**src/design/cpu_pkg.sv**
```systemverilog
`default_nettype none

package cpu_pkg;

    typedef logic [7:0]  byte_t;
    typedef logic [15:0] addr_t;

    typedef enum logic [1:0] {
        ST_FETCH,
        ST_DECODE,
        ST_EXEC
    } cpu_state_t;

    typedef enum logic [2:0] {
        CL_IMPLIED,
        CL_IMMEDIATE,
        CL_STORE_ZP,
        CL_JMP_ABS,
        CL_BRANCH
    } instr_class_t;

    // ALU_HOLD leaves the ALU output registers alone
    typedef enum logic [2:0] {
        ALU_HOLD,
        ALU_PASS,
        ALU_ADD,
        ALU_AND,
        ALU_OR,
        ALU_XOR
    } alu_op_t;

    typedef enum logic [1:0] {DST_NONE, DST_A, DST_X, DST_Y} reg_dst_t;

    typedef enum logic [1:0] {SRC_A, SRC_X, SRC_Y, SRC_OPERAND} reg_src_t;

    typedef enum logic [1:0] {FLAG_NONE, FLAG_ALU, FLAG_0, FLAG_1} flag_src_t;

    typedef enum logic [1:0] {BR_C, BR_Z, BR_N, BR_V} branch_flag_t;

    // I comes up set, everything else clears
    localparam logic DEFAULT_I = 1'b1;

    // register or operand byte picked by a reg_src_t
    function automatic byte_t sel_reg(input reg_src_t src, input byte_t a, input byte_t x,
                                      input byte_t y, input byte_t operand);
        byte_t res;
        case (src)
            SRC_A:   res = a;
            SRC_X:   res = x;
            SRC_Y:   res = y;
            default: res = operand;
        endcase
        return res;
    endfunction

endpackage

`default_nettype wire

```
**src/design/opcode_decoder.sv**
```systemverilog
`default_nettype none

module opcode_decoder import cpu_pkg::*; (
    input  wire byte_t    i_opcode,
    output instr_class_t  o_instr_class,
    output alu_op_t       o_alu_op,
    output reg_src_t      o_alu_src,
    output logic          o_alu_carry_in,
    output logic          o_alu_src2_inv,
    output logic          o_alu_const_one,
    output reg_dst_t      o_dst,
    output reg_src_t      o_store_src,
    output flag_src_t     o_n_src,
    output flag_src_t     o_v_src,
    output flag_src_t     o_d_src,
    output flag_src_t     o_i_src,
    output flag_src_t     o_z_src,
    output flag_src_t     o_c_src,
    output branch_flag_t  o_branch_flag,
    output logic          o_branch_inv
);

    reg_dst_t idx_dst;
    reg_src_t idx_src;
    logic     set_nz, set_cv;

    // low two opcode bits name the register for loads and stores
    always_comb begin
        case (i_opcode[1:0])
            2'b01: begin
                idx_dst = DST_A;
                idx_src = SRC_A;
            end
            2'b10: begin
                idx_dst = DST_X;
                idx_src = SRC_X;
            end
            default: begin
                idx_dst = DST_Y;
                idx_src = SRC_Y;
            end
        endcase
    end

    always_comb begin
        // NOP controls unless the table says otherwise
        o_instr_class   = CL_IMPLIED;
        o_alu_op        = ALU_HOLD;
        o_alu_src       = SRC_A;
        o_alu_carry_in  = 1'b0;
        o_alu_src2_inv  = 1'b0;
        o_alu_const_one = 1'b0;
        o_dst           = DST_NONE;
        o_store_src     = SRC_A;
        o_n_src         = FLAG_NONE;
        o_v_src         = FLAG_NONE;
        o_d_src         = FLAG_NONE;
        o_i_src         = FLAG_NONE;
        o_z_src         = FLAG_NONE;
        o_c_src         = FLAG_NONE;
        o_branch_flag   = BR_C;
        o_branch_inv    = 1'b0;
        set_nz          = 1'b0;
        set_cv          = 1'b0;

        case (i_opcode)
            // LDA, LDX, LDY immediate
            8'hA9, 8'hA2, 8'hA0: begin
                o_instr_class = CL_IMMEDIATE;
                o_alu_op      = ALU_PASS;
                o_alu_src     = SRC_OPERAND;
                o_dst         = idx_dst;
                set_nz        = 1'b1;
            end
            // ADC and SBC take carry from C
            8'h69, 8'hE9: begin
                o_instr_class  = CL_IMMEDIATE;
                o_alu_op       = ALU_ADD;
                o_alu_carry_in = 1'b1;
                o_alu_src2_inv = i_opcode[7];
                o_dst          = DST_A;
                set_nz         = 1'b1;
                set_cv         = 1'b1;
            end
            // CMP subtracts without writing A, V untouched
            8'hC9: begin
                o_instr_class  = CL_IMMEDIATE;
                o_alu_op       = ALU_ADD;
                o_alu_src2_inv = 1'b1;
                o_c_src        = FLAG_ALU;
                set_nz         = 1'b1;
            end
            8'h09, 8'h29, 8'h49: begin
                o_instr_class = CL_IMMEDIATE;
                o_dst         = DST_A;
                set_nz        = 1'b1;
                case (i_opcode[6:5])
                    2'b00:   o_alu_op = ALU_OR;
                    2'b01:   o_alu_op = ALU_AND;
                    default: o_alu_op = ALU_XOR;
                endcase
            end
            // INX INY DEX DEY, decrement is +~1 with carry in
            8'hE8, 8'hC8, 8'hCA, 8'h88: begin
                o_alu_op        = ALU_ADD;
                o_alu_const_one = 1'b1;
                o_alu_src2_inv  = (i_opcode == 8'hCA) || (i_opcode == 8'h88);
                o_alu_src       = (i_opcode == 8'hE8 || i_opcode == 8'hCA) ? SRC_X : SRC_Y;
                o_dst           = (i_opcode == 8'hE8 || i_opcode == 8'hCA) ? DST_X : DST_Y;
                set_nz          = 1'b1;
            end
            8'h18: o_c_src = FLAG_0;
            8'h38: o_c_src = FLAG_1;
            8'h58: o_i_src = FLAG_0;
            8'h78: o_i_src = FLAG_1;
            8'hD8: o_d_src = FLAG_0;
            8'hF8: o_d_src = FLAG_1;
            8'hB8: o_v_src = FLAG_0;
            8'h84, 8'h85, 8'h86: begin
                o_instr_class = CL_STORE_ZP;
                o_store_src   = idx_src;
            end
            8'h4C: o_instr_class = CL_JMP_ABS;
            // bits 7:6 pick the flag, bit 5 is the value to branch on
            8'h10, 8'h30, 8'h50, 8'h70, 8'h90, 8'hB0, 8'hD0, 8'hF0: begin
                o_instr_class = CL_BRANCH;
                o_branch_inv  = ~i_opcode[5];
                case (i_opcode[7:6])
                    2'b00:   o_branch_flag = BR_N;
                    2'b01:   o_branch_flag = BR_V;
                    2'b10:   o_branch_flag = BR_C;
                    default: o_branch_flag = BR_Z;
                endcase
            end
            default: ;
        endcase

        if (set_nz) begin
            o_n_src = FLAG_ALU;
            o_z_src = FLAG_ALU;
        end
        if (set_cv) begin
            o_c_src = FLAG_ALU;
            o_v_src = FLAG_ALU;
        end
    end

endmodule : opcode_decoder

`default_nettype wire

```
**src/design/microcode_sequencer.sv**
```systemverilog
`default_nettype none

module microcode_sequencer import cpu_pkg::*; (
    input  wire                i_clock,
    input  wire                i_arst_n,
    input  wire                i_clock_en,
    input  wire byte_t         i_r_data,
    input  wire instr_class_t  i_instr_class,
    input  wire branch_flag_t  i_branch_flag,
    input  wire                i_branch_inv,
    input  wire                i_flag_c,
    input  wire                i_flag_z,
    input  wire                i_flag_n,
    input  wire                i_flag_v,
    output cpu_state_t         o_state,
    output byte_t              o_opcode,
    output logic               o_branch_taken,
    output logic               o_sync
);

    cpu_state_t next_state;
    logic       cond;

    // flags are already written back by the time decode runs
    always_comb begin
        case (i_branch_flag)
            BR_C:    cond = i_flag_c ^ i_branch_inv;
            BR_Z:    cond = i_flag_z ^ i_branch_inv;
            BR_N:    cond = i_flag_n ^ i_branch_inv;
            default: cond = i_flag_v ^ i_branch_inv;
        endcase
    end

    always_comb begin
        next_state = ST_FETCH;
        case (o_state)
            ST_FETCH: next_state = ST_DECODE;
            ST_DECODE: begin
                if (i_instr_class == CL_STORE_ZP || i_instr_class == CL_JMP_ABS) begin
                    next_state = ST_EXEC;
                end else if (i_instr_class == CL_BRANCH && cond) begin
                    next_state = ST_EXEC;
                end
            end
            default: next_state = ST_FETCH;
        endcase
    end

    always_ff @(posedge i_clock or negedge i_arst_n) begin
        if (!i_arst_n) begin
            o_state        <= ST_FETCH;
            o_opcode       <= 8'hEA;
            o_branch_taken <= 1'b0;
        end else if (i_clock_en) begin
            o_state <= next_state;
            if (o_state == ST_FETCH) begin
                o_opcode <= i_r_data;
            end
            // kept for the execute step of a taken branch
            if (o_state == ST_DECODE) begin
                o_branch_taken <= cond && (i_instr_class == CL_BRANCH);
            end
        end
    end

    assign o_sync = (o_state == ST_FETCH);

endmodule : microcode_sequencer

`default_nettype wire

```
**src/design/alu.sv**
```systemverilog
`default_nettype none

module alu import cpu_pkg::*; (
    input  wire           i_clock,
    input  wire           i_arst_n,
    input  wire           i_clock_en,
    input  wire alu_op_t  i_op,
    input  wire byte_t    i_src1,
    input  wire byte_t    i_src2,
    input  wire           i_src2_inv,
    input  wire           i_carry_in,
    output byte_t         o_result,
    output logic          o_c,
    output logic          o_v,
    output logic          o_z,
    output logic          o_n
);

    byte_t      src2;
    byte_t      res;
    logic [8:0] sum;
    logic       c_next, v_next;

    assign src2 = i_src2_inv ? ~i_src2 : i_src2;
    assign sum  = {1'b0, i_src1} + {1'b0, src2} + {8'h00, i_carry_in};

    always_comb begin
        res    = i_src1;
        c_next = 1'b0;
        v_next = 1'b0;
        case (i_op)
            ALU_ADD: begin
                res    = sum[7:0];
                c_next = sum[8];
                // operands agree in sign, result does not
                v_next = (i_src1[7] == src2[7]) && (sum[7] != i_src1[7]);
            end
            ALU_AND: res = i_src1 & src2;
            ALU_OR:  res = i_src1 | src2;
            ALU_XOR: res = i_src1 ^ src2;
            default: res = i_src1;
        endcase
    end

    always_ff @(posedge i_clock or negedge i_arst_n) begin
        if (!i_arst_n) begin
            o_result <= '0;
            o_c      <= 1'b0;
            o_v      <= 1'b0;
            o_z      <= 1'b0;
            o_n      <= 1'b0;
        end else if (i_clock_en && i_op != ALU_HOLD) begin
            o_result <= res;
            o_c      <= c_next;
            o_v      <= v_next;
            o_z      <= (res == 8'h00);
            o_n      <= res[7];
        end
    end

endmodule : alu

`default_nettype wire

```
**src/design/register_file.sv**
```systemverilog
`default_nettype none

module register_file import cpu_pkg::*; (
    input  wire              i_clock,
    input  wire              i_arst_n,
    input  wire              i_clock_en,
    input  wire cpu_state_t  i_state,
    input  wire reg_dst_t    i_wb_dst,
    input  wire flag_src_t   i_n_src,
    input  wire flag_src_t   i_v_src,
    input  wire flag_src_t   i_d_src,
    input  wire flag_src_t   i_i_src,
    input  wire flag_src_t   i_z_src,
    input  wire flag_src_t   i_c_src,
    input  wire byte_t       i_alu_result,
    input  wire              i_alu_c,
    input  wire              i_alu_v,
    input  wire              i_alu_z,
    input  wire              i_alu_n,
    output byte_t            o_a,
    output byte_t            o_x,
    output byte_t            o_y,
    output logic             o_flag_n,
    output logic             o_flag_v,
    output logic             o_flag_d,
    output logic             o_flag_i,
    output logic             o_flag_z,
    output logic             o_flag_c
);

    // flag order is N V D I Z C everywhere below
    reg_dst_t   wb_dst_q;
    flag_src_t  src_q [5:0];
    logic [5:0] flags;
    logic [5:0] alu_flags;

    assign alu_flags = {i_alu_n, i_alu_v, 1'b0, 1'b0, i_alu_z, i_alu_c};

    always_ff @(posedge i_clock or negedge i_arst_n) begin
        if (!i_arst_n) begin
            wb_dst_q <= DST_NONE;
            src_q    <= '{default: FLAG_NONE};
            o_a      <= '0;
            o_x      <= '0;
            o_y      <= '0;
            flags    <= {3'b000, DEFAULT_I, 2'b00};
        end else if (i_clock_en) begin
            // latch at issue
            if (i_state == ST_DECODE) begin
                wb_dst_q <= i_wb_dst;
                src_q    <= '{i_n_src, i_v_src, i_d_src, i_i_src, i_z_src, i_c_src};
            end
            // ALU result is ready during the following fetch
            if (i_state == ST_FETCH) begin
                case (wb_dst_q)
                    DST_A:   o_a <= i_alu_result;
                    DST_X:   o_x <= i_alu_result;
                    DST_Y:   o_y <= i_alu_result;
                    default: ;
                endcase
                for (int i = 0; i < 6; i++) begin
                    case (src_q[i])
                        FLAG_ALU: flags[i] <= alu_flags[i];
                        FLAG_0:   flags[i] <= 1'b0;
                        FLAG_1:   flags[i] <= 1'b1;
                        default:  ;
                    endcase
                end
            end
        end
    end

    assign {o_flag_n, o_flag_v, o_flag_d, o_flag_i, o_flag_z, o_flag_c} = flags;

endmodule : register_file

`default_nettype wire

```
**src/design/address_unit.sv**
```systemverilog
`default_nettype none

module address_unit import cpu_pkg::*; #(
    parameter addr_t P_RESET_PC = 16'h4020
) (
    input  wire                i_clock,
    input  wire                i_arst_n,
    input  wire                i_clock_en,
    input  wire cpu_state_t    i_state,
    input  wire instr_class_t  i_instr_class,
    input  wire                i_branch_taken,
    input  wire byte_t         i_r_data,
    input  wire byte_t         i_store_data,
    output addr_t              o_addr,
    output logic               o_mem_r_en,
    output byte_t              o_w_data,
    output byte_t              o_operand
);

    addr_t pc;
    byte_t operand_q;
    logic  store_cycle;

    // only the store execute step leaves the PC off the bus
    assign store_cycle = (i_state == ST_EXEC) && (i_instr_class == CL_STORE_ZP);
    assign o_addr      = store_cycle ? {8'h00, operand_q} : pc;
    assign o_mem_r_en  = !store_cycle;
    assign o_w_data    = i_store_data;
    assign o_operand   = operand_q;

    ////////////////////////////////////////////////////////////
    // program counter

    always_ff @(posedge i_clock or negedge i_arst_n) begin
        if (!i_arst_n) begin
            pc <= P_RESET_PC;
        end else if (i_clock_en) begin
            case (i_state)
                ST_FETCH: pc <= pc + 16'd1;
                ST_DECODE: begin
                    // every non-implied class reads one byte at PC here
                    if (i_instr_class != CL_IMPLIED) begin
                        pc <= pc + 16'd1;
                    end
                end
                ST_EXEC: begin
                    if (i_instr_class == CL_JMP_ABS) begin
                        pc <= {i_r_data, operand_q};
                    end else if (i_instr_class == CL_BRANCH && i_branch_taken) begin
                        pc <= pc + {{8{operand_q[7]}}, operand_q};
                    end
                end
                default: ;
            endcase
        end
    end

    ////////////////////////////////////////////////////////////
    // operand buffer, zp address, JMP low byte or branch offset

    always_ff @(posedge i_clock) begin
        if (i_clock_en && i_state == ST_DECODE) begin
            operand_q <= i_r_data;
        end
    end

endmodule : address_unit

`default_nettype wire

```
**src/design/cpu_core.sv**
```systemverilog
`default_nettype none

module cpu_core import cpu_pkg::*; #(
    parameter addr_t P_RESET_PC = 16'h4020
) (
    input  wire        i_clock,
    input  wire        i_arst_n,
    input  wire        i_clock_en,
    input  wire byte_t i_r_data,
    output addr_t      o_addr,
    output logic       o_mem_r_en,
    output byte_t      o_w_data,
    output logic       o_sync
);

    cpu_state_t   state;
    byte_t        opcode;
    logic         branch_taken;

    instr_class_t instr_class;
    alu_op_t      dec_alu_op;
    reg_src_t     dec_alu_src, dec_store_src;
    logic         dec_carry_in, dec_src2_inv, dec_const_one;
    reg_dst_t     dec_dst;
    flag_src_t    n_src, v_src, d_src, i_src, z_src, c_src;
    branch_flag_t branch_flag;
    logic         branch_inv;

    alu_op_t      alu_op;
    byte_t        alu_src1, alu_src2, alu_result;
    logic         alu_cin, alu_c, alu_v, alu_z, alu_n;

    byte_t        reg_a, reg_x, reg_y, operand, store_data;
    logic         flag_n, flag_v, flag_z, flag_c;

    ////////////////////////////////////////////////////////////
    // control

    microcode_sequencer u_seq (
        .i_clock(i_clock), .i_arst_n(i_arst_n), .i_clock_en(i_clock_en),
        .i_r_data(i_r_data), .i_instr_class(instr_class),
        .i_branch_flag(branch_flag), .i_branch_inv(branch_inv),
        .i_flag_c(flag_c), .i_flag_z(flag_z), .i_flag_n(flag_n), .i_flag_v(flag_v),
        .o_state(state), .o_opcode(opcode), .o_branch_taken(branch_taken),
        .o_sync(o_sync)
    );

    opcode_decoder u_dec (
        .i_opcode(opcode), .o_instr_class(instr_class), .o_alu_op(dec_alu_op),
        .o_alu_src(dec_alu_src), .o_alu_carry_in(dec_carry_in),
        .o_alu_src2_inv(dec_src2_inv), .o_alu_const_one(dec_const_one),
        .o_dst(dec_dst), .o_store_src(dec_store_src),
        .o_n_src(n_src), .o_v_src(v_src), .o_d_src(d_src),
        .o_i_src(i_src), .o_z_src(z_src), .o_c_src(c_src),
        .o_branch_flag(branch_flag), .o_branch_inv(branch_inv)
    );

    ////////////////////////////////////////////////////////////
    // datapath

    // issue only in decode, the opcode register is stale in fetch
    assign alu_op   = (state == ST_DECODE) ? dec_alu_op : ALU_HOLD;
    assign alu_src1 = sel_reg(dec_alu_src, reg_a, reg_x, reg_y, i_r_data);
    assign alu_src2 = dec_const_one ? 8'h01 : i_r_data;
    // carry from C for ADC/SBC, otherwise set exactly for subtracts
    assign alu_cin  = dec_carry_in ? flag_c : dec_src2_inv;
    assign store_data = sel_reg(dec_store_src, reg_a, reg_x, reg_y, operand);

    alu u_alu (
        .i_clock(i_clock), .i_arst_n(i_arst_n), .i_clock_en(i_clock_en),
        .i_op(alu_op), .i_src1(alu_src1), .i_src2(alu_src2),
        .i_src2_inv(dec_src2_inv), .i_carry_in(alu_cin),
        .o_result(alu_result), .o_c(alu_c), .o_v(alu_v), .o_z(alu_z), .o_n(alu_n)
    );

    // D and I are architectural only, nothing here reads them
    register_file u_regs (
        .i_clock(i_clock), .i_arst_n(i_arst_n), .i_clock_en(i_clock_en),
        .i_state(state), .i_wb_dst(dec_dst),
        .i_n_src(n_src), .i_v_src(v_src), .i_d_src(d_src),
        .i_i_src(i_src), .i_z_src(z_src), .i_c_src(c_src),
        .i_alu_result(alu_result), .i_alu_c(alu_c), .i_alu_v(alu_v),
        .i_alu_z(alu_z), .i_alu_n(alu_n),
        .o_a(reg_a), .o_x(reg_x), .o_y(reg_y),
        .o_flag_n(flag_n), .o_flag_v(flag_v), .o_flag_d(), .o_flag_i(),
        .o_flag_z(flag_z), .o_flag_c(flag_c)
    );

    address_unit #(.P_RESET_PC(P_RESET_PC)) u_addr (
        .i_clock(i_clock), .i_arst_n(i_arst_n), .i_clock_en(i_clock_en),
        .i_state(state), .i_instr_class(instr_class), .i_branch_taken(branch_taken),
        .i_r_data(i_r_data), .i_store_data(store_data),
        .o_addr(o_addr), .o_mem_r_en(o_mem_r_en), .o_w_data(o_w_data),
        .o_operand(operand)
    );

endmodule : cpu_core

`default_nettype wire

```
**config.mk**
```make
export PLATFORM = sky130hd
export DESIGN_NAME = cpu_core
export DESIGN_NICKNAME = d
export VERILOG_FILES = /design/src/design/cpu_pkg.sv /design/src/design/opcode_decoder.sv /design/src/design/microcode_sequencer.sv /design/src/design/alu.sv /design/src/design/register_file.sv /design/src/design/address_unit.sv /design/src/design/cpu_core.sv
export SDC_FILE = /design/constraint.sdc
export NUM_CORES = 1
export LEC_CHECK = 0
export CORE_MARGIN = 4
export CORE_UTILIZATION = 65
export DETAILED_ROUTE_END_ITERATION = 8
export DONT_BUFFER_PORTS = 1
export PLACE_DENSITY = 0.79
export SETUP_SLACK_MARGIN = 0.5
export SLEW_MARGIN = 10
export SYNTH_ARGS = -nofsm -noshare
export SYNTH_HDL_FRONTEND = slang
export SYNTH_SLANG_ARGS = --single-unit
```
**constraint.sdc**
```tcl
create_clock -name i_clock -period 8.11 [get_ports i_clock]
set_clock_uncertainty 0.1 [all_clocks]
set_input_delay 0.811 -clock i_clock [delete_from_list [all_inputs] [get_ports i_clock]]
set_output_delay 0.811 -clock i_clock [all_outputs]
set_load 0.02 [all_outputs]
```
# --- Word level (Yosys, flattened, before mapping) ---
# Index checks and enable logic that the tools add are counted.
word_totals:
  register_bits: 83
  in_bits: 11
  output_inout_bits: 26
  wordCells: 184
op_classes:
  n_addsub: 4
  n_eq_ne: 64
  mux: 44
  bitwise_logic: 9
  reduce_logical: 42
op_table:
  columns: ["operator", "n"]
  rows:
  - ["$eq 8x8->1 const B", 17]
  - ["$mux 16", 4]
  - ["$pmux 16 s3", 1]
  - ["$pmux 8 s3", 2]
  - ["$eq 8x7->1 const B", 5]
  - ["$pmux 8 s4", 1]
  - ["$eq 2x2->1 const B", 14]
  - ["$eq 8x6->1 const B", 3]
  - ["$eq 2x1->1 const B", 11]
  - ["$pmux 1 s3", 6]
  - ["$pmux 2 s3", 3]
  - ["$reduce_and 3->1", 6]
  - ["$reduce_bool 3->1", 6]
  - ["$add 16x1->16 const B", 1]
  - ["$add 16x16->16", 1]
  - ["$eq 8x5->1 const B", 2]
  - ["$mux 2", 8]
  - ["$mux 8", 2]
  - ["$pmux 2 s2", 4]
  - ["$reduce_or 13->1", 1]
  - ["$eq 3x2->1 const B", 4]
  - ["$logic_not 2->1", 6]
  - ["$pmux 3 s4", 1]
  - ["$add 8x8->9", 1]
  - ["other kinds (30)", 53]

# --- Longest topological paths before layout ---
# Gate-level depths: netlist of the first run.
logic_depth:
  ltp_word: 11
  ltp_mapped: 19
  mapped_depth_nobuf: 18

# --- Cells and area by module ---
# A second synthesis of the first run with hierarchy kept.
hier_totals:
  hier_cells: 747
  area_unflattened_um2: 7063.0
modules_own_cells:
  columns: ["module", "n_inst", "cells_per_inst", "area_each_um2", "seq_area_each_um2"]
  rows:
  - ["address_unit", 1, 297, 2371.0, 643.1]
  - ["register_file", 1, 117, 1741.7, 1102.3]
  - ["alu", 1, 181, 1426.4, 275.3]
  - ["opcode_decoder", 1, 87, 556.8, 0.0]
  - ["microcode_sequencer", 1, 33, 486.7, 281.5]
  - ["cpu_core", 1, 32, 480.5, 0.0]

# --- Worst setup path after synthesis of the first run ---
# Ideal clock, no wire load.
synth_path:
  path_kind: "register to register"
  from: "register u_seq.o_opcode[1]"
  to: "register u_alu.o_z"
  setup_time_ns: 0.104
  arrival_ns: 3.606
  required_time_ns: 7.906
  path_slack_ns: 4.300
  stages_incl_launch_ff: 19
  n_path_buf: 1
  synth_period_minus_slack_ns: 3.810
  cell_sequence: "dfstp_2 inv_1 ha_1 or3_1 nand4_1 buf_4 nor2_1 a31o_2 inv_1 fa_1 inv_1 fa_1 nand2b_1 a21oi_1 a21o_1 a21o_1 xnor2_1 o21ai_1 o41ai_2"
synth_via:
  elab_chain_len: 10
  word_cells_on_any_way: 48
  classes_between: "add/sub: 2; eq/ne: 19; mux: 12; bitwise: 4; reduce/logical: 11"
synth_rtl:
  columns: ["item", "line", "text"]
  rows:
  - ["start: declaration", "microcode_sequencer.sv:16", "output byte_t o_opcode,"]
  - ["start signal: assignment", "microcode_sequencer.sv:57", "o_opcode <= i_r_data;"]
  - ["$eq 8x8->1, on equally long branches", "opcode_decoder.sv:66, opcode_decoder.sv:108, opcode_decoder.sv:107", null]
  - ["$logic_or 1x1->1 or $reduce_or 4->1 (tied branches)", null, null]
  - ["$mux 2 or $mux 1 (tied branches)", "opcode_decoder.sv:108, opcode_decoder.sv:66", null]
  - ["$pmux 2 s2 or $mux 8 (tied branches)", "opcode_decoder.sv:66, cpu_core.sv:64", null]
  - ["$eq 2x2->1, or another cell as far along", "cpu_pkg.sv:47", "case (src)"]
  - ["$pmux 8 s3 or $mux 8 (tied branches)", "cpu_pkg.sv:47, alu.sv:24", null]
  - ["$add 8x8->9", "alu.sv:25", "assign sum = {1'b0, i_src1} + {1'b0, src2} + {8'h00, i_carry_in};"]
  - ["$add 9x1->9", "alu.sv:25", null]
  - ["$pmux 8 s4", "alu.sv:31", "case (i_op)"]
  - ["$logic_not 8->1", "alu.sv:56", "o_z <= (res == 8'h00);"]
  - ["end signal: assignment", "alu.sv:56", null]
  - ["end: declaration", "alu.sv:15", "output logic o_z,"]
# Parallel ways exist; a longest one is shown, timed or not.
# A chain may end at the register's enable or synchronous reset.

# --- Final worst setup path of the first run ---
# Ends and elaborated chain as after synthesis.

==> impl_metrics.yaml, run 1 <==
floorplan:
  fp.dieArea_mm2: 0.01116
  num_io_pins: 37
  core_region_area_mm2: 0.009284
  initial_utilization: 0.6678
  chipWidth_um: 105.7
  height_of_the_chip_um: 105.7
  placementRows: 35
detailed_routing:
  drtIter0Drc: 446
  drc_errors: 0
  wl_per_cell_um: 19.34
  via_count: 5417
  drtPass1Iterations: 5
  via_per_inst: 6.403
  antenna_violating_nets_post_route: 0
  postRouteWirelength_mm: 16.36
synth:
  synth_fp_nets: 777
  synth_top_cell_by_area: "sky130_fd_sc_hd__dfrtp_1"
  synth_sequential_area_ratio: 0.3348
  async_reset_ff_frac: 0.9012
  netlist.area_leader.share: 0.2664
  ys_types: 77
  synth.ff_latch_count: 81
  post_synth_inst_count: 727
  edff_count_synth: 8
  count_of_warnings_emitted_by_yosys: 0
  synth_top_flop_cell: "sky130_fd_sc_hd__dfrtp_1"
  syn_area_per_cell_um2: 8.528
  synth.area.top_cells: "sky130_fd_sc_hd__dfrtp_1 (27%), sky130_fd_sc_hd__ha_1 (7.3%), sky130_fd_sc_hd__nand2_1 (6.3%)"
  synth_area_mm2: 0.006200
timing:
  finalSetupViolations: 0
  max_slew.worst_pin.slew_ns: 0.9288
  unrepaired_setup_endpoints_after_global_routing: "no"
  slew_violations: 0
  timing.setup.tns_ns: 0
  final.period_utilization: 0.5571
  worst_slack_ns: 3.592
  max_freq_mhz: 221.3
  holdWs_ns: 0.02757
  min_period_ns: 4.518
  max_slew_margin: 0.3808
  timing.final.hold_violations: 0
global_route:
  antenna_found_initial: 0
  wire_length_of_the_first_global_routing_pass_mm: 27.23
  maximum_number_of_pins_on_one_net_before_global_route_repair: 74
  first_global_vias: 5281
  grt_overflow_total: 0
  grtUsageTotal: 0.3053
power_and_ir_drop:
  p_leak_nw: 2.850
  power-per-cell-area_mw_per_mm2: 272.4
  peakVddDrop_v: 0.0001172
  design_power_total_mw: 1.766
placed_design:
  dp_worst_setup_slack_ns: 3.625
  port_buffers: 0
  dpl.cell_count: 829
  detailed_place_hpwl_mm: 12.06
  gp_congestion: 0.9430
cells_and_area:
  layout.cells.non_filler: 846
  num_antenna_cells: 0
  area_growth_syn_to_layout_pct: 4.541
  net_count_reported_at_finish: 762
  num-fill-cells: 765
  drive_gt1_frac: 0.1060
critical_path:
  end_kind: "register"
  cp_slowest_cell: "sky130_fd_sc_hd__nand4_1"
  start_kind: "register"
  crit_path_cell_trace: "inv_1 -> ha_1 -> or3_1 -> nand4_1 -> nor2_1 -> a31o_2 -> inv_1 -> fa_1 -> inv_1 -> fa_1 -> nand2b_1 -> a21oi_1 -> a21o_1 -> a21o_1 -> xnor2_1 -> o21ai_1 -> o41ai_2"
  crit_type: "register to register"
  ff2ff_setup_slack_ns: 3.59
  cp_data_arrival_time_ns: 4.69
  largest_stage_delay_on_the_critical_path_ns: 0.62
  worstSetupStartpoint: "u_seq.o_opcode[1]"
  worstReg2RegEnd: "u_alu.o_z"
  most_prevalent_standard_cell_on_the_critical_path: "sky130_fd_sc_hd__inv_1"
  critical_path.max_fanout: 21
  critPathRequiredTime_ns: 8.28
  r2r_start: "u_seq.o_opcode[1]"
  r2r_cells: 17
clocking:
  clock_sinks: 81
  cts.clk_slew.worst_paths_ns: 0.09
  tritoncts: "yes"
  clk-insertion-delay-late_ns: 0.37
  post_cts_hold_buffer_count: 0
  clk_root_buffer_cell: "sky130_fd_sc_hd__clkbuf_8"
  h-tree-depth: 3
  cts_repair_resize_count: 0
  max-clock-path-buffers: 2
  cts_inserted_buffers: 9
  cts_setup_buffers: 0
run:
  drv.max_cap_violation_count: 0
worst_hold_path:
  holdCritPathClass: "primary input to asynchronous set/reset pin"
run_status:
  result_of_the_run: "completed"
## synth_stat cells (5+ instances only)
library cell,instances
sky130_fd_sc_hd__nand2_1,104
sky130_fd_sc_hd__dfrtp_1,66
sky130_fd_sc_hd__nor2_1,61
sky130_fd_sc_hd__a21oi_1,59
sky130_fd_sc_hd__o21ai_0,57
sky130_fd_sc_hd__ha_1,36
sky130_fd_sc_hd__inv_1,34
sky130_fd_sc_hd__mux2_2,31
sky130_fd_sc_hd__clkbuf_1,20
sky130_fd_sc_hd__nand3_1,19
sky130_fd_sc_hd__xor2_1,18
sky130_fd_sc_hd__mux2i_1,15
sky130_fd_sc_hd__nor2b_1,13
sky130_fd_sc_hd__a21o_1,12
sky130_fd_sc_hd__nor3_1,12
sky130_fd_sc_hd__a31oi_1,10
sky130_fd_sc_hd__xnor2_1,10
sky130_fd_sc_hd__edfxtp_1,8
sky130_fd_sc_hd__nand2b_1,8
sky130_fd_sc_hd__o21a_1,8
sky130_fd_sc_hd__buf_4,7
sky130_fd_sc_hd__dfstp_2,7
sky130_fd_sc_hd__a211oi_1,6
sky130_fd_sc_hd__a22oi_1,6
sky130_fd_sc_hd__o211ai_1,6
sky130_fd_sc_hd__o21ai_1,6
sky130_fd_sc_hd__o22ai_1,6
sky130_fd_sc_hd__nand4_1,5
sky130_fd_sc_hd__o31ai_1,5
## kinds of logic (layout without fill, tap and decap cells)
family,count (synthesis),after routing,share of synthesized area
multiplexers,48,48,0.08597
AO/OA/AOI/OAI,212,212,0.2186
flip-flops,81,81,0.3348
XOR/XNOR,28,28,0.03956
AND/OR/NAND/NOR,252,252,0.1919
adder cells (fa/ha/maj),39,39,0.08234
buffers and inverters,67,57,0.04682
## metal layers
| metal | up-vias | track usage | wire length (um) |
|---|---|---|---|
| li1 | 2579 | - | - |
| met1 | 2614 | 0.4022 | 7069 |
| met2 | 195 | 0.5118 | 8041 |
| met3 | 29 | 0.05818 | 915 |
| met4 | 0 | 0.09066 | 336 |
| met5 | - | 0 | 0 |
## critical path, delay by kind of cell, from the launching register on
kind | cells | cell delay [ns]
simple gates | 4 | 1.28
compound gates | 6 | 1.17
fa+ha+maj | 3 | 0.94
flops | 1 | 0.55
buf+inv | 3 | 0.26
xor+xnor | 1 | 0.12
## power breakdown
part	internal (mW)	switching (mW)	leakage (nW)
clock	0.174	0.159	0.109
sequential	0.497	0.125	1.02
combinational	0.321	0.491	1.72
total	0.992	0.774	2.85
## area by class of cell
cell class / instances / area, um2 / share of cell area
Timing Repair Buffer: 6 / 47.55 / 0.007336
Multi-Input combinational cell: 579 / 3847 / 0.5936
Clock inverter: 7 / 93.84 / 0.01448
Tap cell: 129 / 161.4 / 0.02490
Clock buffer: 9 / 123.9 / 0.01911
Inverter: 35 / 131.4 / 0.02027
Sequential cell: 81 / 2076 / 0.3203
## worst max path at each step
stage                endpoint  depth (start not counted)
finish              u_alu.o_z                         17
global route        u_alu.o_z                         15
CTS                 u_alu.o_z                         13
detailed placement  u_alu.o_z                         17
global placement    u_alu.o_z                         17
floorplan           u_alu.o_z                         18
## stage by stage
stage	area, um2	util
3_3_place_gp	6254	0.6736
4_1_cts	6471	0.6970
2_1_floorplan	6200	-
3_5_place_dp	6254	0.6736
6_report	6481	0.6981
5_1_grt	6481	0.6981
## cells in the final DEF, fill, tap and decap left out, types with 7 or more instances in the layout
master / Yosys / final
sky130_fd_sc_hd__nor2_1: 61 / 61
sky130_fd_sc_hd__edfxtp_1: 8 / 8
sky130_fd_sc_hd__o21a_1: 8 / 8
sky130_fd_sc_hd__dfrtp_1: 66 / 66
sky130_fd_sc_hd__nor3_1: 12 / 11
sky130_fd_sc_hd__nand3_1: 19 / 19
sky130_fd_sc_hd__mux2_2: 31 / 31
sky130_fd_sc_hd__xor2_1: 18 / 18
sky130_fd_sc_hd__clkbuf_8: 0 / 9
sky130_fd_sc_hd__o21ai_0: 57 / 57
sky130_fd_sc_hd__nand2_1: 104 / 104
sky130_fd_sc_hd__inv_1: 34 / 34
sky130_fd_sc_hd__nor2b_1: 13 / 13
sky130_fd_sc_hd__nand2b_1: 8 / 8
sky130_fd_sc_hd__mux2i_1: 15 / 15
sky130_fd_sc_hd__a21o_1: 12 / 12
sky130_fd_sc_hd__a31oi_1: 10 / 10
sky130_fd_sc_hd__a21oi_1: 59 / 59
sky130_fd_sc_hd__xnor2_1: 10 / 10
sky130_fd_sc_hd__dfstp_2: 7 / 7
sky130_fd_sc_hd__ha_1: 36 / 36
## sequential cells by signal, indices dropped and copies added, names as in the netlist, 2 cells and up
signal / flops
u_regs.o_y: 8
u_regs.flags: 4
u_regs.wb_dst_q: 2
u_regs.o_a: 8
u_seq.o_state: 2
u_regs.src_q: 5
u_addr.pc: 16
u_addr.o_operand: 8
u_seq.o_opcode: 8
u_alu.o_result: 8
u_regs.o_x: 8
Power figures use the tool's default switching activity.
==> run 2, diff against run 1 <==
ABC_AREA = 1   (was not set)
CORE_UTILIZATION = 59   (was 65)
PLACE_DENSITY = 0.76   (was 0.79)
clock period = 3.9 ns   (was 8.11 ns; I/O delays follow)
==> impl_metrics.yaml, run 2 <==
synth:
  count_of_warnings_emitted_by_yosys: 0
  syn_area_per_cell_um2: 6.960
  synth_top_cell_by_area: "sky130_fd_sc_hd__dfrtp_1"
  synth.ff_latch_count: 81
  synth_top_flop_cell: "sky130_fd_sc_hd__dfrtp_1"
  most_numerous_cell_types_in_the_synthesized_netlist: "sky130_fd_sc_hd__nand2_1 (250), sky130_fd_sc_hd__inv_1 (127), sky130_fd_sc_hd__o21ai_0 (86), sky130_fd_sc_hd__nor2_1 (68), sky130_fd_sc_hd__dfrtp_1 (66)"
  netlist.area_leader.share: 0.2571
  edff_count_synth: 8
  synth_sequential_area_ratio: 0.3231
  synth_area_mm2: 0.006424
  post-synth-top-count-cell: "sky130_fd_sc_hd__nand2_1"
  ys_types: 54
  synth_fp_nets: 973
  async_reset_ff_frac: 0.9012
  synth.area.top_cells: "sky130_fd_sc_hd__dfrtp_1 (26%), sky130_fd_sc_hd__nand2_1 (15%), sky130_fd_sc_hd__inv_1 (7.4%)"
  post_synth_inst_count: 923
clocking:
  max-clock-path-buffers: 2
  cts_inserted_buffers: 9
  clk_root_buffer_cell: "sky130_fd_sc_hd__clkbuf_8"
  h-tree-depth: 3
  cts.clk_slew.worst_paths_ns: 0.10
  clock_sinks: 81
  clk-insertion-delay-late_ns: 0.38
  tritoncts: "yes"
detailed_routing:
  antenna_violating_nets_post_route: 0
  wl_per_cell_um: 17.57
  drtPass1Iterations: 6
  drc_errors: 0
  via_per_inst: 5.916
  postRouteWirelength_mm: 19.90
  via_count: 6703
  drtIter0Drc: 613
critical_path:
  cp_data_arrival_time_ns: 3.83
  start_kind: "register"
  worstReg2RegEnd: "u_alu.o_z"
  r2r_cells: 25
  critical_path.max_fanout: 5
  critPathRequiredTime_ns: 4.11
  setup.worst_path.end: "u_alu.o_z"
  r2r_start: "u_seq.o_opcode[1]"
  ff2ff_setup_slack_ns: 0.28
  crit_type: "register to register"
  worstSetupStartpoint: "u_seq.o_opcode[1]"
  end_kind: "register"
cells_and_area:
  net_count_reported_at_finish: 1042
  layout.cells.most_common_list: "sky130_fd_sc_hd__nand2_1 (235), sky130_fd_sc_hd__inv_1 (112), sky130_fd_sc_hd__o21ai_0 (84), sky130_fd_sc_hd__dfrtp_1 (66), sky130_fd_sc_hd__buf_4 (62)"
  postLayoutCellArea_mm2: 0.007831
  num_antenna_cells: 0
  largest_reg_flops: 16
  registers.top_by_ff_count: "u_addr.pc"
  drive_gt1_frac: 0.2177
  commonest_non_fill_non_tap_cell_in_the_layout: "sky130_fd_sc_hd__nand2_1"
  layout.cells.non_filler: 1133
  register_area_mm2: 0.002076
  num-fill-cells: 804
  multi_input_area_mm2: 0.004183
  area_growth_syn_to_layout_pct: 21.91
run_status:
  result_of_the_run: "completed"
timing:
  unrepaired_setup_endpoints_after_global_routing: "yes"
  max_slew_margin: 0.3323
  finalSetupViolations: 0
  timing.setup.tns_ns: 0
  max_freq_mhz: 276.2
  min_period_ns: 3.621
  final.period_utilization: 0.9283
  slew_violations: 0
  max_slew.worst_pin.slew_ns: 0.9986
  timing.final.hold_violations: 0
worst_hold_path:
  holdCritPathClass: "primary input to register"
power_and_ir_drop:
  p_leak_nw: 3.794
  power-per-cell-area_mw_per_mm2: 613.0
  peakVddDrop_v: 0.0003938
  design_power_total_mw: 4.801
global_route:
  grt_overflow_total: 0
  wire_length_of_the_first_global_routing_pass_mm: 31.36
  grtUsageTotal: 0.3071
  grt.met2_usage: 0.5348
  antenna_found_initial: 0
  first_global_vias: 6470
  globalRoute.busiestLayer: "met2"
  gr-usage-met3: 0.04582
  use_met1: 0.3755
  maximum_number_of_pins_on_one_net_before_global_route_repair: 74
floorplan:
  fp.dieArea_mm2: 0.01262
  placementRows: 37
  initial_utilization: 0.6140
  core_region_area_mm2: 0.01046
  chipWidth_um: 112.3
  height_of_the_chip_um: 112.3
  num_io_pins: 37
placed_design:
  placement.cell_area_mm2: 0.006700
  dpl.cell_count: 1057
  gp_congestion: 0.9678
  detailed_place_hpwl_mm: 13.72
  port_buffers: 0
run:
  drv.max_cap_violation_count: 0
==> run 2: kinds of logic (layout without fill, tap and decap cells) <==
group / count (synthesis) / in the layout / share of synthesized area
adders and majority gates: 39 / 39 / 0.07947
and+or+nand+nor: 428 / 428 / 0.2922
DFF: 81 / 81 / 0.3231
buffers and inverters: 163 / 237 / 0.09836
xor gates and xnor gates: 29 / 29 / 0.03954
AOI/OAI and AO/OA: 182 / 182 / 0.1656
muxes: 1 / 1 / 0.001753
==> run 2: per-layer routing <==
metal  vias to the layer above  share of wire  routed length [um]
met1                      3168           0.39                7824
met2                       309           0.51               10080
met3                        72          0.064                1282
met4                         0          0.036                 715
li1                       3154              -                   -
met5                         -              0                   0
==> run 2: critical path: stages, from the launching register on <==
cell and delay [ns]:
sky130_fd_sc_hd__dfstp_2 0.56, sky130_fd_sc_hd__inv_2 0.05, sky130_fd_sc_hd__ha_4 0.18, sky130_fd_sc_hd__nand3_4 0.11
sky130_fd_sc_hd__nor2_4 0.05, sky130_fd_sc_hd__nor2_4 0.12, sky130_fd_sc_hd__nand2_2 0.08, sky130_fd_sc_hd__a21oi_4 0.26
sky130_fd_sc_hd__xnor2_2 0.18, sky130_fd_sc_hd__inv_2 0.09, sky130_fd_sc_hd__fa_2 0.41, sky130_fd_sc_hd__inv_2 0.06
sky130_fd_sc_hd__fa_2 0.21, sky130_fd_sc_hd__inv_2 0.05, sky130_fd_sc_hd__nand3_2 0.05, sky130_fd_sc_hd__nand2_2 0.06
sky130_fd_sc_hd__or2_4 0.22, sky130_fd_sc_hd__nand4_1 0.07, sky130_fd_sc_hd__nand2_1 0.07, sky130_fd_sc_hd__inv_2 0.06
sky130_fd_sc_hd__nand3_2 0.07, sky130_fd_sc_hd__nor2_2 0.14, sky130_fd_sc_hd__nand2_1 0.07, sky130_fd_sc_hd__nor2_1 0.11
sky130_fd_sc_hd__nand2_1 0.07, sky130_fd_sc_hd__nand2_1 0.05
==> run 2: worst min-delay path by stage <==
stage	startpoint	end	slack (ns)	cells past startpoint
global route	i_r_data[0]	u_seq.o_opcode[0]	0.05	2
floorplan	i_arst_n	u_addr.pc[0]	-0.006	0
finish	i_r_data[0]	u_seq.o_opcode[0]	0.04	2
detailed placement	i_arst_n	u_regs.o_y[2]	-0.004	0
global placement	i_arst_n	u_regs.o_a[2]	-0.004	0
CTS	i_r_data[0]	u_seq.o_opcode[0]	0.03	2
==> run 2: timing repair <==
action,4_1_cts,5_1_grt
pin swaps,27,35
hold buffers,11,0
endpoints found under the setup margin,8,16
endpoints found under the hold margin,83,0
buffers inserted,29,20
gates resized for setup,39,59
==> run 2: area by class of cell <==
cell class,instances,share of cell area
sequential,81,0.2651
multi-input combinational,679,0.5341
inverter,141,0.06806
clock buffer,11,0.01949
tap,136,0.02173
clock inverter,5,0.005752
timing repair buffer,80,0.08580
==> run 2: through the flow <==
step / hold WS, ns / setup slack [ns] / util
floorplan: -0.005591 / 0.5023 / -
global placement: -0.003945 / 0.08485 / 0.6404
detailed placement: -0.004296 / 0.09659 / 0.6404
CTS: 0.03397 / 0.3893 / 0.7110
global route: 0.05308 / 0.1046 / 0.7485
finish: 0.03933 / 0.2795 / 0.7485
==> run 2: power breakdown <==
part / internal (mW) / switching, mW
Combinational: 1.13 / 1.63
Clock: 0.280 / 0.361
Sequential: 1.12 / 0.280
